$ cat src/source/mduPkg.sv
package mduPkg;

    // ####################
    // widths and latencies
    // ####################

    localparam int DataWidth   = 32;
    localparam int PhysRegBits = 6;
    localparam int RobIdBits   = 5;

    // register stages between the multiply strobe and a valid result.
    localparam int MulLatency  = 3;

    // one quotient bit is produced per divider iteration.
    localparam int DivSteps     = 32;
    localparam int DivCountBits = $clog2(DivSteps + 1);

    typedef logic [DivCountBits-1:0] divCountT;

    typedef enum logic [1:0] {
        opMult,
        opMultu,
        opDiv,
        opDivu
    } mduOpT;

    // ####################
    // bundles
    // ####################

    // one issued operation with its destinations for both halves.
    typedef struct packed {
        logic                   valid;
        mduOpT                  op;
        logic [PhysRegBits-1:0] rdHi;
        logic [PhysRegBits-1:0] rdLo;
        logic [RobIdBits-1:0]   robIdHi;
        logic [RobIdBits-1:0]   robIdLo;
        logic [DataWidth-1:0]   rs0;
        logic [DataWidth-1:0]   rs1;
    } mduIssueT;

    // the part of an operation that rides along with the arithmetic.
    typedef struct packed {
        logic                   valid;
        logic [PhysRegBits-1:0] rdHi;
        logic [PhysRegBits-1:0] rdLo;
        logic [RobIdBits-1:0]   robIdHi;
        logic [RobIdBits-1:0]   robIdLo;
        logic                   signedOp;
    } mduTagT;

    typedef struct packed {
        logic                   wen;
        logic [PhysRegBits-1:0] rd;
        logic [DataWidth-1:0]   wdata;
    } wbPortT;

    typedef struct packed {
        logic                 setFinish;
        logic [RobIdBits-1:0] id;
    } robFinishT;

endpackage

$ cat src/source/divDatapath.sv
`timescale 1ns/1ps

module divDatapath (
    input  logic                         clk,
    input  logic                         rst,
    input  logic                         divStart,
    input  logic [mduPkg::DataWidth-1:0] dividend,
    input  logic [mduPkg::DataWidth-1:0] divisor,
    input  mduPkg::mduTagT               tagIn,
    input  logic                         lastStep,
    input  logic                         divTaken,
    output logic                         stepEnable,
    output logic                         load,
    output logic                         divDone,
    output mduPkg::mduTagT               divOut,
    output logic [mduPkg::DataWidth-1:0] quotient,
    output logic [mduPkg::DataWidth-1:0] remainder
);
    logic                         busy;
    mduPkg::mduTagT               tagReg;
    logic [mduPkg::DataWidth-1:0] remReg;
    logic [mduPkg::DataWidth-1:0] quoReg;
    logic [mduPkg::DataWidth-1:0] divisorReg;
    logic                         negQuo;
    logic                         negRem;
    logic [mduPkg::DataWidth-1:0] dividendMag;
    logic [mduPkg::DataWidth-1:0] divisorMag;
    logic [mduPkg::DataWidth:0]   shifted;
    logic [mduPkg::DataWidth+1:0] diff;

    assign dividendMag = (tagIn.signedOp && dividend[mduPkg::DataWidth-1]) ? -dividend : dividend;
    assign divisorMag  = (tagIn.signedOp && divisor[mduPkg::DataWidth-1]) ? -divisor : divisor;

    // bring down the next dividend bit and try the subtraction.
    assign shifted = {remReg, quoReg[mduPkg::DataWidth-1]};
    assign diff    = {1'b0, shifted} - {2'b00, divisorReg};

    assign load       = divStart;
    assign stepEnable = busy;

    always_ff @(posedge clk) begin
        if (rst) begin
            busy    <= 1'b0;
            divDone <= 1'b0;
            tagReg  <= '0;
        end else if (divStart) begin
            busy   <= 1'b1;
            tagReg <= tagIn;
        end else if (busy && lastStep) begin
            busy    <= 1'b0;
            divDone <= 1'b1;
        end else if (divTaken) begin
            divDone <= 1'b0;
        end
    end

    always_ff @(posedge clk) begin
        if (divStart) begin
            remReg     <= '0;
            quoReg     <= dividendMag;
            divisorReg <= divisorMag;
            negQuo     <= tagIn.signedOp && (dividend[mduPkg::DataWidth-1] ^
                                             divisor[mduPkg::DataWidth-1]);
            negRem     <= tagIn.signedOp && dividend[mduPkg::DataWidth-1];
        end else if (busy) begin
            if (!diff[mduPkg::DataWidth+1]) begin
                remReg <= diff[mduPkg::DataWidth-1:0];
                quoReg <= {quoReg[mduPkg::DataWidth-2:0], 1'b1};
            end else begin
                remReg <= shifted[mduPkg::DataWidth-1:0];
                quoReg <= {quoReg[mduPkg::DataWidth-2:0], 1'b0};
            end
        end
    end

    // the remainder follows the dividend sign, so the quotient truncates toward zero.
    assign quotient  = negQuo ? -quoReg : quoReg;
    assign remainder = negRem ? -remReg : remReg;
    assign divOut    = tagReg;

endmodule

$ cat src/source/divStepCounter.sv
`timescale 1ns/1ps

module divStepCounter (
    input  logic clk,
    input  logic rst,
    input  logic load,
    input  logic stepEnable,
    output logic lastStep
);
    mduPkg::divCountT count;

    // counts down the remaining iterations and parks at zero.
    always_ff @(posedge clk) begin
        if (rst) begin
            count <= '0;
        end else if (load) begin
            count <= mduPkg::divCountT'(mduPkg::DivSteps);
        end else if (stepEnable && count != '0) begin
            count <= count - 1'b1;
        end
    end

    // the step that sees one left is the final one.
    assign lastStep = stepEnable && (count == mduPkg::divCountT'(1));

endmodule

$ cat src/source/mduSequencer.sv
`timescale 1ns/1ps

module mduSequencer (
    input  logic                           clk,
    input  logic                           rst,
    input  mduPkg::mduIssueT               issue,
    input  mduPkg::mduTagT                 mulOut,
    input  logic [2*mduPkg::DataWidth-1:0] product,
    input  logic                           mulPending,
    input  logic                           divDone,
    input  mduPkg::mduTagT                 divOut,
    input  logic [mduPkg::DataWidth-1:0]   quotient,
    input  logic [mduPkg::DataWidth-1:0]   remainder,
    output logic                           issueReady,
    output logic                           mulStart,
    output logic                           divStart,
    output mduPkg::mduTagT                 tagOut,
    output logic                           divTaken,
    output mduPkg::wbPortT                 wb,
    output mduPkg::robFinishT              robFinish
);
    typedef enum logic [2:0] {
        idle,
        mulHi,
        mulLo,
        divHi,
        divLo
    } seqStateT;

    seqStateT                     state;
    seqStateT                     nextState;
    logic                         mulLast;
    logic                         divActive;
    logic                         accept;
    logic                         isMul;
    mduPkg::mduTagT               beatTag;
    logic [mduPkg::DataWidth-1:0] resHi;
    logic [mduPkg::DataWidth-1:0] resLo;

    // ####################
    // issue side
    // ####################

    // a multiply blocks one cycle, a division blocks until its LO beat.
    assign issueReady = !mulLast && !divActive;
    assign accept     = issue.valid && issueReady;
    assign isMul      = (issue.op == mduPkg::opMult) || (issue.op == mduPkg::opMultu);
    assign mulStart   = accept && isMul;
    assign divStart   = accept && !isMul;

    always_comb begin
        tagOut.valid    = accept;
        tagOut.rdHi     = issue.rdHi;
        tagOut.rdLo     = issue.rdLo;
        tagOut.robIdHi  = issue.robIdHi;
        tagOut.robIdLo  = issue.robIdLo;
        tagOut.signedOp = (issue.op == mduPkg::opMult) || (issue.op == mduPkg::opDiv);
    end

    // ####################
    // write-back FSM
    // ####################

    // a finished multiply always wins; a held division waits until no product is coming.
    always_comb begin
        case (state)
            mulHi: nextState = mulLo;
            divHi: nextState = divLo;
            default: begin
                if (mulOut.valid) begin
                    nextState = mulHi;
                end else if (divDone && state != divLo && !mulPending && !mulStart) begin
                    nextState = divHi;
                end else begin
                    nextState = idle;
                end
            end
        endcase
    end

    always_ff @(posedge clk) begin
        if (rst) begin
            state     <= idle;
            mulLast   <= 1'b0;
            divActive <= 1'b0;
        end else begin
            state   <= nextState;
            mulLast <= mulStart;
            if (divStart) begin
                divActive <= 1'b1;
            end else if (divTaken) begin
                divActive <= 1'b0;
            end
        end
    end

    // the multiplier moves on every cycle, so both halves are captured here.
    always_ff @(posedge clk) begin
        if (nextState == mulHi) begin
            beatTag <= mulOut;
            resHi   <= product[2*mduPkg::DataWidth-1:mduPkg::DataWidth];
            resLo   <= product[mduPkg::DataWidth-1:0];
        end else if (nextState == divHi) begin
            beatTag <= divOut;
            resHi   <= remainder;
            resLo   <= quotient;
        end
    end

    assign divTaken = (state == divLo);

    always_comb begin
        wb        = '0;
        robFinish = '0;
        case (state)
            mulHi, divHi: begin
                wb.wen              = 1'b1;
                wb.rd               = beatTag.rdHi;
                wb.wdata            = resHi;
                robFinish.setFinish = 1'b1;
                robFinish.id        = beatTag.robIdHi;
            end
            mulLo, divLo: begin
                wb.wen              = 1'b1;
                wb.rd               = beatTag.rdLo;
                wb.wdata            = resLo;
                robFinish.setFinish = 1'b1;
                robFinish.id        = beatTag.robIdLo;
            end
            default: begin
                wb        = '0;
                robFinish = '0;
            end
        endcase
    end

endmodule

$ cat src/source/mduTop.sv
`timescale 1ns/1ps

module mduTop (
    input  logic              clk,
    input  logic              rst,
    input  mduPkg::mduIssueT  issue,
    output logic              issueReady,
    output mduPkg::wbPortT    wb,
    output mduPkg::robFinishT robFinish
);
    logic                           mulStart;
    logic                           divStart;
    logic                           divTaken;
    logic                           mulPending;
    logic                           divDone;
    logic                           stepEnable;
    logic                           load;
    logic                           lastStep;
    mduPkg::mduTagT                 tagOut;
    mduPkg::mduTagT                 mulOut;
    mduPkg::mduTagT                 divOut;
    logic [2*mduPkg::DataWidth-1:0] product;
    logic [mduPkg::DataWidth-1:0]   quotient;
    logic [mduPkg::DataWidth-1:0]   remainder;

    mduSequencer i_mduSequencer (
        .clk        (clk),
        .rst        (rst),
        .issue      (issue),
        .mulOut     (mulOut),
        .product    (product),
        .mulPending (mulPending),
        .divDone    (divDone),
        .divOut     (divOut),
        .quotient   (quotient),
        .remainder  (remainder),
        .issueReady (issueReady),
        .mulStart   (mulStart),
        .divStart   (divStart),
        .tagOut     (tagOut),
        .divTaken   (divTaken),
        .wb         (wb),
        .robFinish  (robFinish)
    );

    mulPipeline i_mulPipeline (
        .clk        (clk),
        .rst        (rst),
        .mulStart   (mulStart),
        .a          (issue.rs0),
        .b          (issue.rs1),
        .tagIn      (tagOut),
        .mulOut     (mulOut),
        .product    (product),
        .mulPending (mulPending)
    );

    divDatapath i_divDatapath (
        .clk        (clk),
        .rst        (rst),
        .divStart   (divStart),
        .dividend   (issue.rs0),
        .divisor    (issue.rs1),
        .tagIn      (tagOut),
        .lastStep   (lastStep),
        .divTaken   (divTaken),
        .stepEnable (stepEnable),
        .load       (load),
        .divDone    (divDone),
        .divOut     (divOut),
        .quotient   (quotient),
        .remainder  (remainder)
    );

    divStepCounter i_divStepCounter (
        .clk        (clk),
        .rst        (rst),
        .load       (load),
        .stepEnable (stepEnable),
        .lastStep   (lastStep)
    );

endmodule

$ cat src/source/mulPipeline.sv
`timescale 1ns/1ps

module mulPipeline (
    input  logic                             clk,
    input  logic                             rst,
    input  logic                             mulStart,
    input  logic [mduPkg::DataWidth-1:0]     a,
    input  logic [mduPkg::DataWidth-1:0]     b,
    input  mduPkg::mduTagT                   tagIn,
    output mduPkg::mduTagT                   mulOut,
    output logic [2*mduPkg::DataWidth-1:0]   product,
    output logic                             mulPending
);
    logic [mduPkg::DataWidth-1:0]   magA;
    logic [mduPkg::DataWidth-1:0]   magB;
    logic [2*mduPkg::DataWidth-1:0] magProduct;
    logic                           negate;
    mduPkg::mduTagT                 stageTag;

    mduPkg::mduTagT                 tagPipe  [mduPkg::MulLatency];
    logic [2*mduPkg::DataWidth-1:0] prodPipe [mduPkg::MulLatency];
    logic                           negPipe  [mduPkg::MulLatency];

    // signed operands are multiplied as magnitudes, the sign is restored at the end.
    always_comb begin
        magA = (tagIn.signedOp && a[mduPkg::DataWidth-1]) ? -a : a;
        magB = (tagIn.signedOp && b[mduPkg::DataWidth-1]) ? -b : b;
        negate = tagIn.signedOp && (a[mduPkg::DataWidth-1] ^ b[mduPkg::DataWidth-1]);
        magProduct = {{mduPkg::DataWidth{1'b0}}, magA} * {{mduPkg::DataWidth{1'b0}}, magB};
        stageTag = tagIn;
        stageTag.valid = mulStart && tagIn.valid;
    end

    always_ff @(posedge clk) begin
        if (rst) begin
            for (int i = 0; i < mduPkg::MulLatency; i++) begin
                tagPipe[i] <= '0;
            end
        end else begin
            tagPipe[0] <= stageTag;
            for (int i = 1; i < mduPkg::MulLatency; i++) begin
                tagPipe[i] <= tagPipe[i-1];
            end
        end
    end

    always_ff @(posedge clk) begin
        prodPipe[0] <= magProduct;
        negPipe[0]  <= negate;
        for (int i = 1; i < mduPkg::MulLatency; i++) begin
            prodPipe[i] <= prodPipe[i-1];
            negPipe[i]  <= negPipe[i-1];
        end
    end

    assign mulOut  = tagPipe[mduPkg::MulLatency-1];
    assign product = negPipe[mduPkg::MulLatency-1] ? -prodPipe[mduPkg::MulLatency-1]
                                                   : prodPipe[mduPkg::MulLatency-1];

    always_comb begin
        mulPending = 1'b0;
        for (int i = 0; i < mduPkg::MulLatency; i++) begin
            mulPending = mulPending | tagPipe[i].valid;
        end
    end

endmodule
$ cat config.mk
export PLATFORM = sky130hd
export DESIGN_NAME = mduTop
export DESIGN_NICKNAME = d
export VERILOG_FILES = /design/src/source/mduPkg.sv /design/src/source/divDatapath.sv /design/src/source/divStepCounter.sv /design/src/source/mduSequencer.sv /design/src/source/mduTop.sv /design/src/source/mulPipeline.sv
export SDC_FILE = /design/constraint.sdc
export NUM_CORES = 2
export LEC_CHECK = 0
export ABC_AREA = 1
export BUFFER_PORTS_ARGS = -buffer_cell sky130_fd_sc_hd__buf_2
export CAP_MARGIN = 10
export CELL_PAD_IN_SITES_DETAIL_PLACEMENT = 1
export CELL_PAD_IN_SITES_GLOBAL_PLACEMENT = 1
export CORE_MARGIN = 3
export CORE_UTILIZATION = 45
export CTS_CLUSTER_DIAMETER = 120
export DETAILED_ROUTE_END_ITERATION = 12
export PLACE_DENSITY = 0.76
export SYNTH_ARGS = -nofsm -noshare
export SYNTH_HDL_FRONTEND = slang
export SYNTH_SLANG_ARGS = --single-unit
$ cat constraint.sdc
create_clock -name clk -period 9 [get_ports clk]
set_input_delay 0.45 -clock clk [delete_from_list [all_inputs] [get_ports clk]]
set_output_delay 0.45 -clock clk [all_outputs]
set_load 0.1 [all_outputs]
==> impl_metrics.toml <==
[placement]
place_congestion = 1.01
portBuffers = 136
place_hpwl_mm = 194
dpl_cell_area_mm2 = 0.0607

[cts]
numCtsBuffers = 54
ctsResizeCount = 0
cts_sinks = 482
cts_tree = "done"
cts-root-buf = "clkbuf_16"
cts_hold_buf = 4
insertion_delay_ps = 650
ctsHtreeMaxLevel = 2
cts.path.max_buffers = 3
postCtsSetupBuffers = 0
clk_pin_slew_ps = 70

[yosys]
syn_nets = 8851
syn_area_mm2 = 0.0576
yosys.cell_types.count = 57
synth_seq_area_share_pct = 19.4
synthArstFlopShare_pct = 0
synth_ff_type = "dfxtp_1"
synthCells = 7561
synth_edf_count = 152
syn_avg_cell_area_um2 = 7.62
yosys.area.top_type_share_pct = 31.2
synth.most_common_cell = "nand2_1"
yosys_warnings = 0
ys_top_cells_by_area = "fa_1 31%, nand2_1 12%, dfxtp_1 11%"
yosys.area.top_type = "fa_1"
ys_ff_latch = 482
synth_common_cells = "1849 x nand2_1, 1658 x inv_1, 938 x nor2_1"

[setup_path]
path_depth = 33
critPathKind = "in2reg"
cp_slowest_cell = "inv_1"
r2r_setup_slack_ps = 5620
crit_fanout = 10
cp.arrival_ps = 8990
critPathRequiredTime_ps = 9540
start_kind = "input port"
cpLargestDelayFamily = "adder cells"
crit_buf_inv = 9
critPathCaptureType = "flop"
slowest_delay_ps = 710
r2r_cells = 11

[hold_path]
holdPathStages = 3
hold_path.class = "in2reg"

[timing]
tns_ps = 0
final_max_slew_viol_count = 0
worstMarginPinSlew_ps = 1120
rsz0062_at_grt = "false"
fmax_ghz = 0.118
fin_crit_sh_pct = 93.8
finalClockSkew_ps = 36.2
fin_crit_ps = 8440
relSlewSlack_pct = 24.6
setup_violations = 0
hold_viol_final = 0

[global_route]
grt_usage_pct = 35.9
antenna_found_initial = 28
grt_first_pass_wirelength_mm = 352
grt_pass1_vias = 56208
grt_overflow_total = 0
grt_max_degree = 119

[floorplan]
die_area_mm2 = 0.132
ios = 137
core-area_mm2 = 0.126
start_util_pct = 45.6
die_w_um = 364
rows = 130
die_h_um = 364

[routing]
route.top_layer_used = "met5"
wl_met1_mm = 90.7
wl_met3_mm = 15.9
postRouteAntennaNets = 0
first_iter_violations = 4025
routed_wl_mm = 235
detail_route.wl_per_cell_um = 25.0
wl_met2_mm = 111
drt_drc_violations_left = 0
vias = 51338
firstDrtPassIters = 5
vias_per_cell = 5.46

[cells_and_area]
finish.utilization_pct = 49.6
fin_nets = 8983
postLayoutCellArea_mm2 = 0.0627
syn2layout_area_growth_pct = 8.92
drive_gt1_share_pct = 6.60

[job]
maxCapViolations = 0

[run_status]
status = "completed"
worst reg2reg max path: stages, from the launching register on:
cell	delay (ps)
dfxtp_1	380
inv_1	110
ha_1	210
nand3_1	170
nor2_1	430
nand2_2	270
nor2_1	150
nand2_1	80
nand2_1	200
nand3_1	130
o21ai_0	730
nand2_1	220
stage by stage:
step / hold slack, ps / std cells / setup WS, ps
global route: 15.7 / 9390 / 139
floorplan: 310 / 7561 / 1240
detailed placement: 313 / 9283 / 67.1
CTS: 0.581 / 9389 / 692
global placement: 311 / 9283 / 190
finish: 31.8 / 9400 / 558
layout by cell type (no fill, tap or decap), types with 10 or more instances in the layout:
| cell | instances |
|---|---|
| nand2_2 | 12 |
| ha_1 | 302 |
| diode_2 | 11 |
| dfxtp_1 | 329 |
| nor2_1 | 936 |
| o21ai_0 | 268 |
| buf_2 | 136 |
| clkbuf_16 | 59 |
| xor2_1 | 74 |
| clkinv_1 | 10 |
| o21bai_1 | 13 |
| inv_1 | 1658 |
| o211ai_1 | 11 |
| o21ai_1 | 10 |
| nand4_1 | 64 |
| inv_2 | 29 |
| edfxtp_1 | 152 |
| nand3_1 | 343 |
| fa_1 | 897 |
| nand3b_1 | 16 |
| a21oi_1 | 163 |
| or2_2 | 15 |
| nand2_1 | 1848 |
| nor3_1 | 51 |
| xnor2_1 | 21 |
| buf_4 | 176 |
registers in the layout (all words and copies together) (netlist names):
register,cells
i_mduSequencer.resLo,32
i_divDatapath.negQuo,1
i_mduSequencer.beatTag,22
i_divDatapath.stepEnable,1
i_divDatapath.divisorReg,32
i_mulPipeline.prodPipe,192
i_mduSequencer.state,3
i_divDatapath.remReg,32
i_mduSequencer.divActive,1
i_mduSequencer.resHi,32
i_divDatapath.quoReg,32
i_mulPipeline.tagPipe,69
i_divDatapath.divOut,22
i_divStepCounter.count,6
i_divDatapath.divDone,1
i_mulPipeline.negPipe,3
i_divDatapath.negRem,1
area by class of cell:
cell class              count  area, µm²
diodes                     11       27.5
clock buffers              68       1540
clock inverters            34        420
fillers                 15836      63700
inverters                1695       6370
multi-input cells        5137      38900
flip-flops and latches    482      11200
well taps                1650       2060
repair buffers            323       2180
per-layer routing:
metal,global-route usage (%),vias up
li1,-,22712
met1,43.5,26052
met3,5.58,685
met2,60.7,1875
met5,0,-
met4,21.5,14
worst paths after layout:
kind | startpoint | endpoint
max | issue[33] | i_mulPipeline.prodPipe[0][57]
min | issue[81] | i_mulPipeline.tagPipe[0][18]
max reg2reg | i_mulPipeline.prodPipe[0][128] | i_mduSequencer.resHi[12]
min reg2reg | i_mulPipeline.prodPipe[0][4] | i_mulPipeline.prodPipe[0][68]
cells by family (layout without fill, tap and decap cells):
family          count (synthesis)  in the layout  share of synthesized area [%]
simple gates                 3328           3328                           23.4
mux                             4              4                         0.0695
flops                         482            482                           19.4
buf+inv                      1942           2120                           13.1
fa+ha+maj                    1199           1199                           37.7
xor+xnor                      105            105                           1.70
compound gates                501            501                           4.60
other cells                     0             11                              0
Power is not shown: default switching activity piles up to over one toggle a cycle in this logic, so the estimate is an artifact.
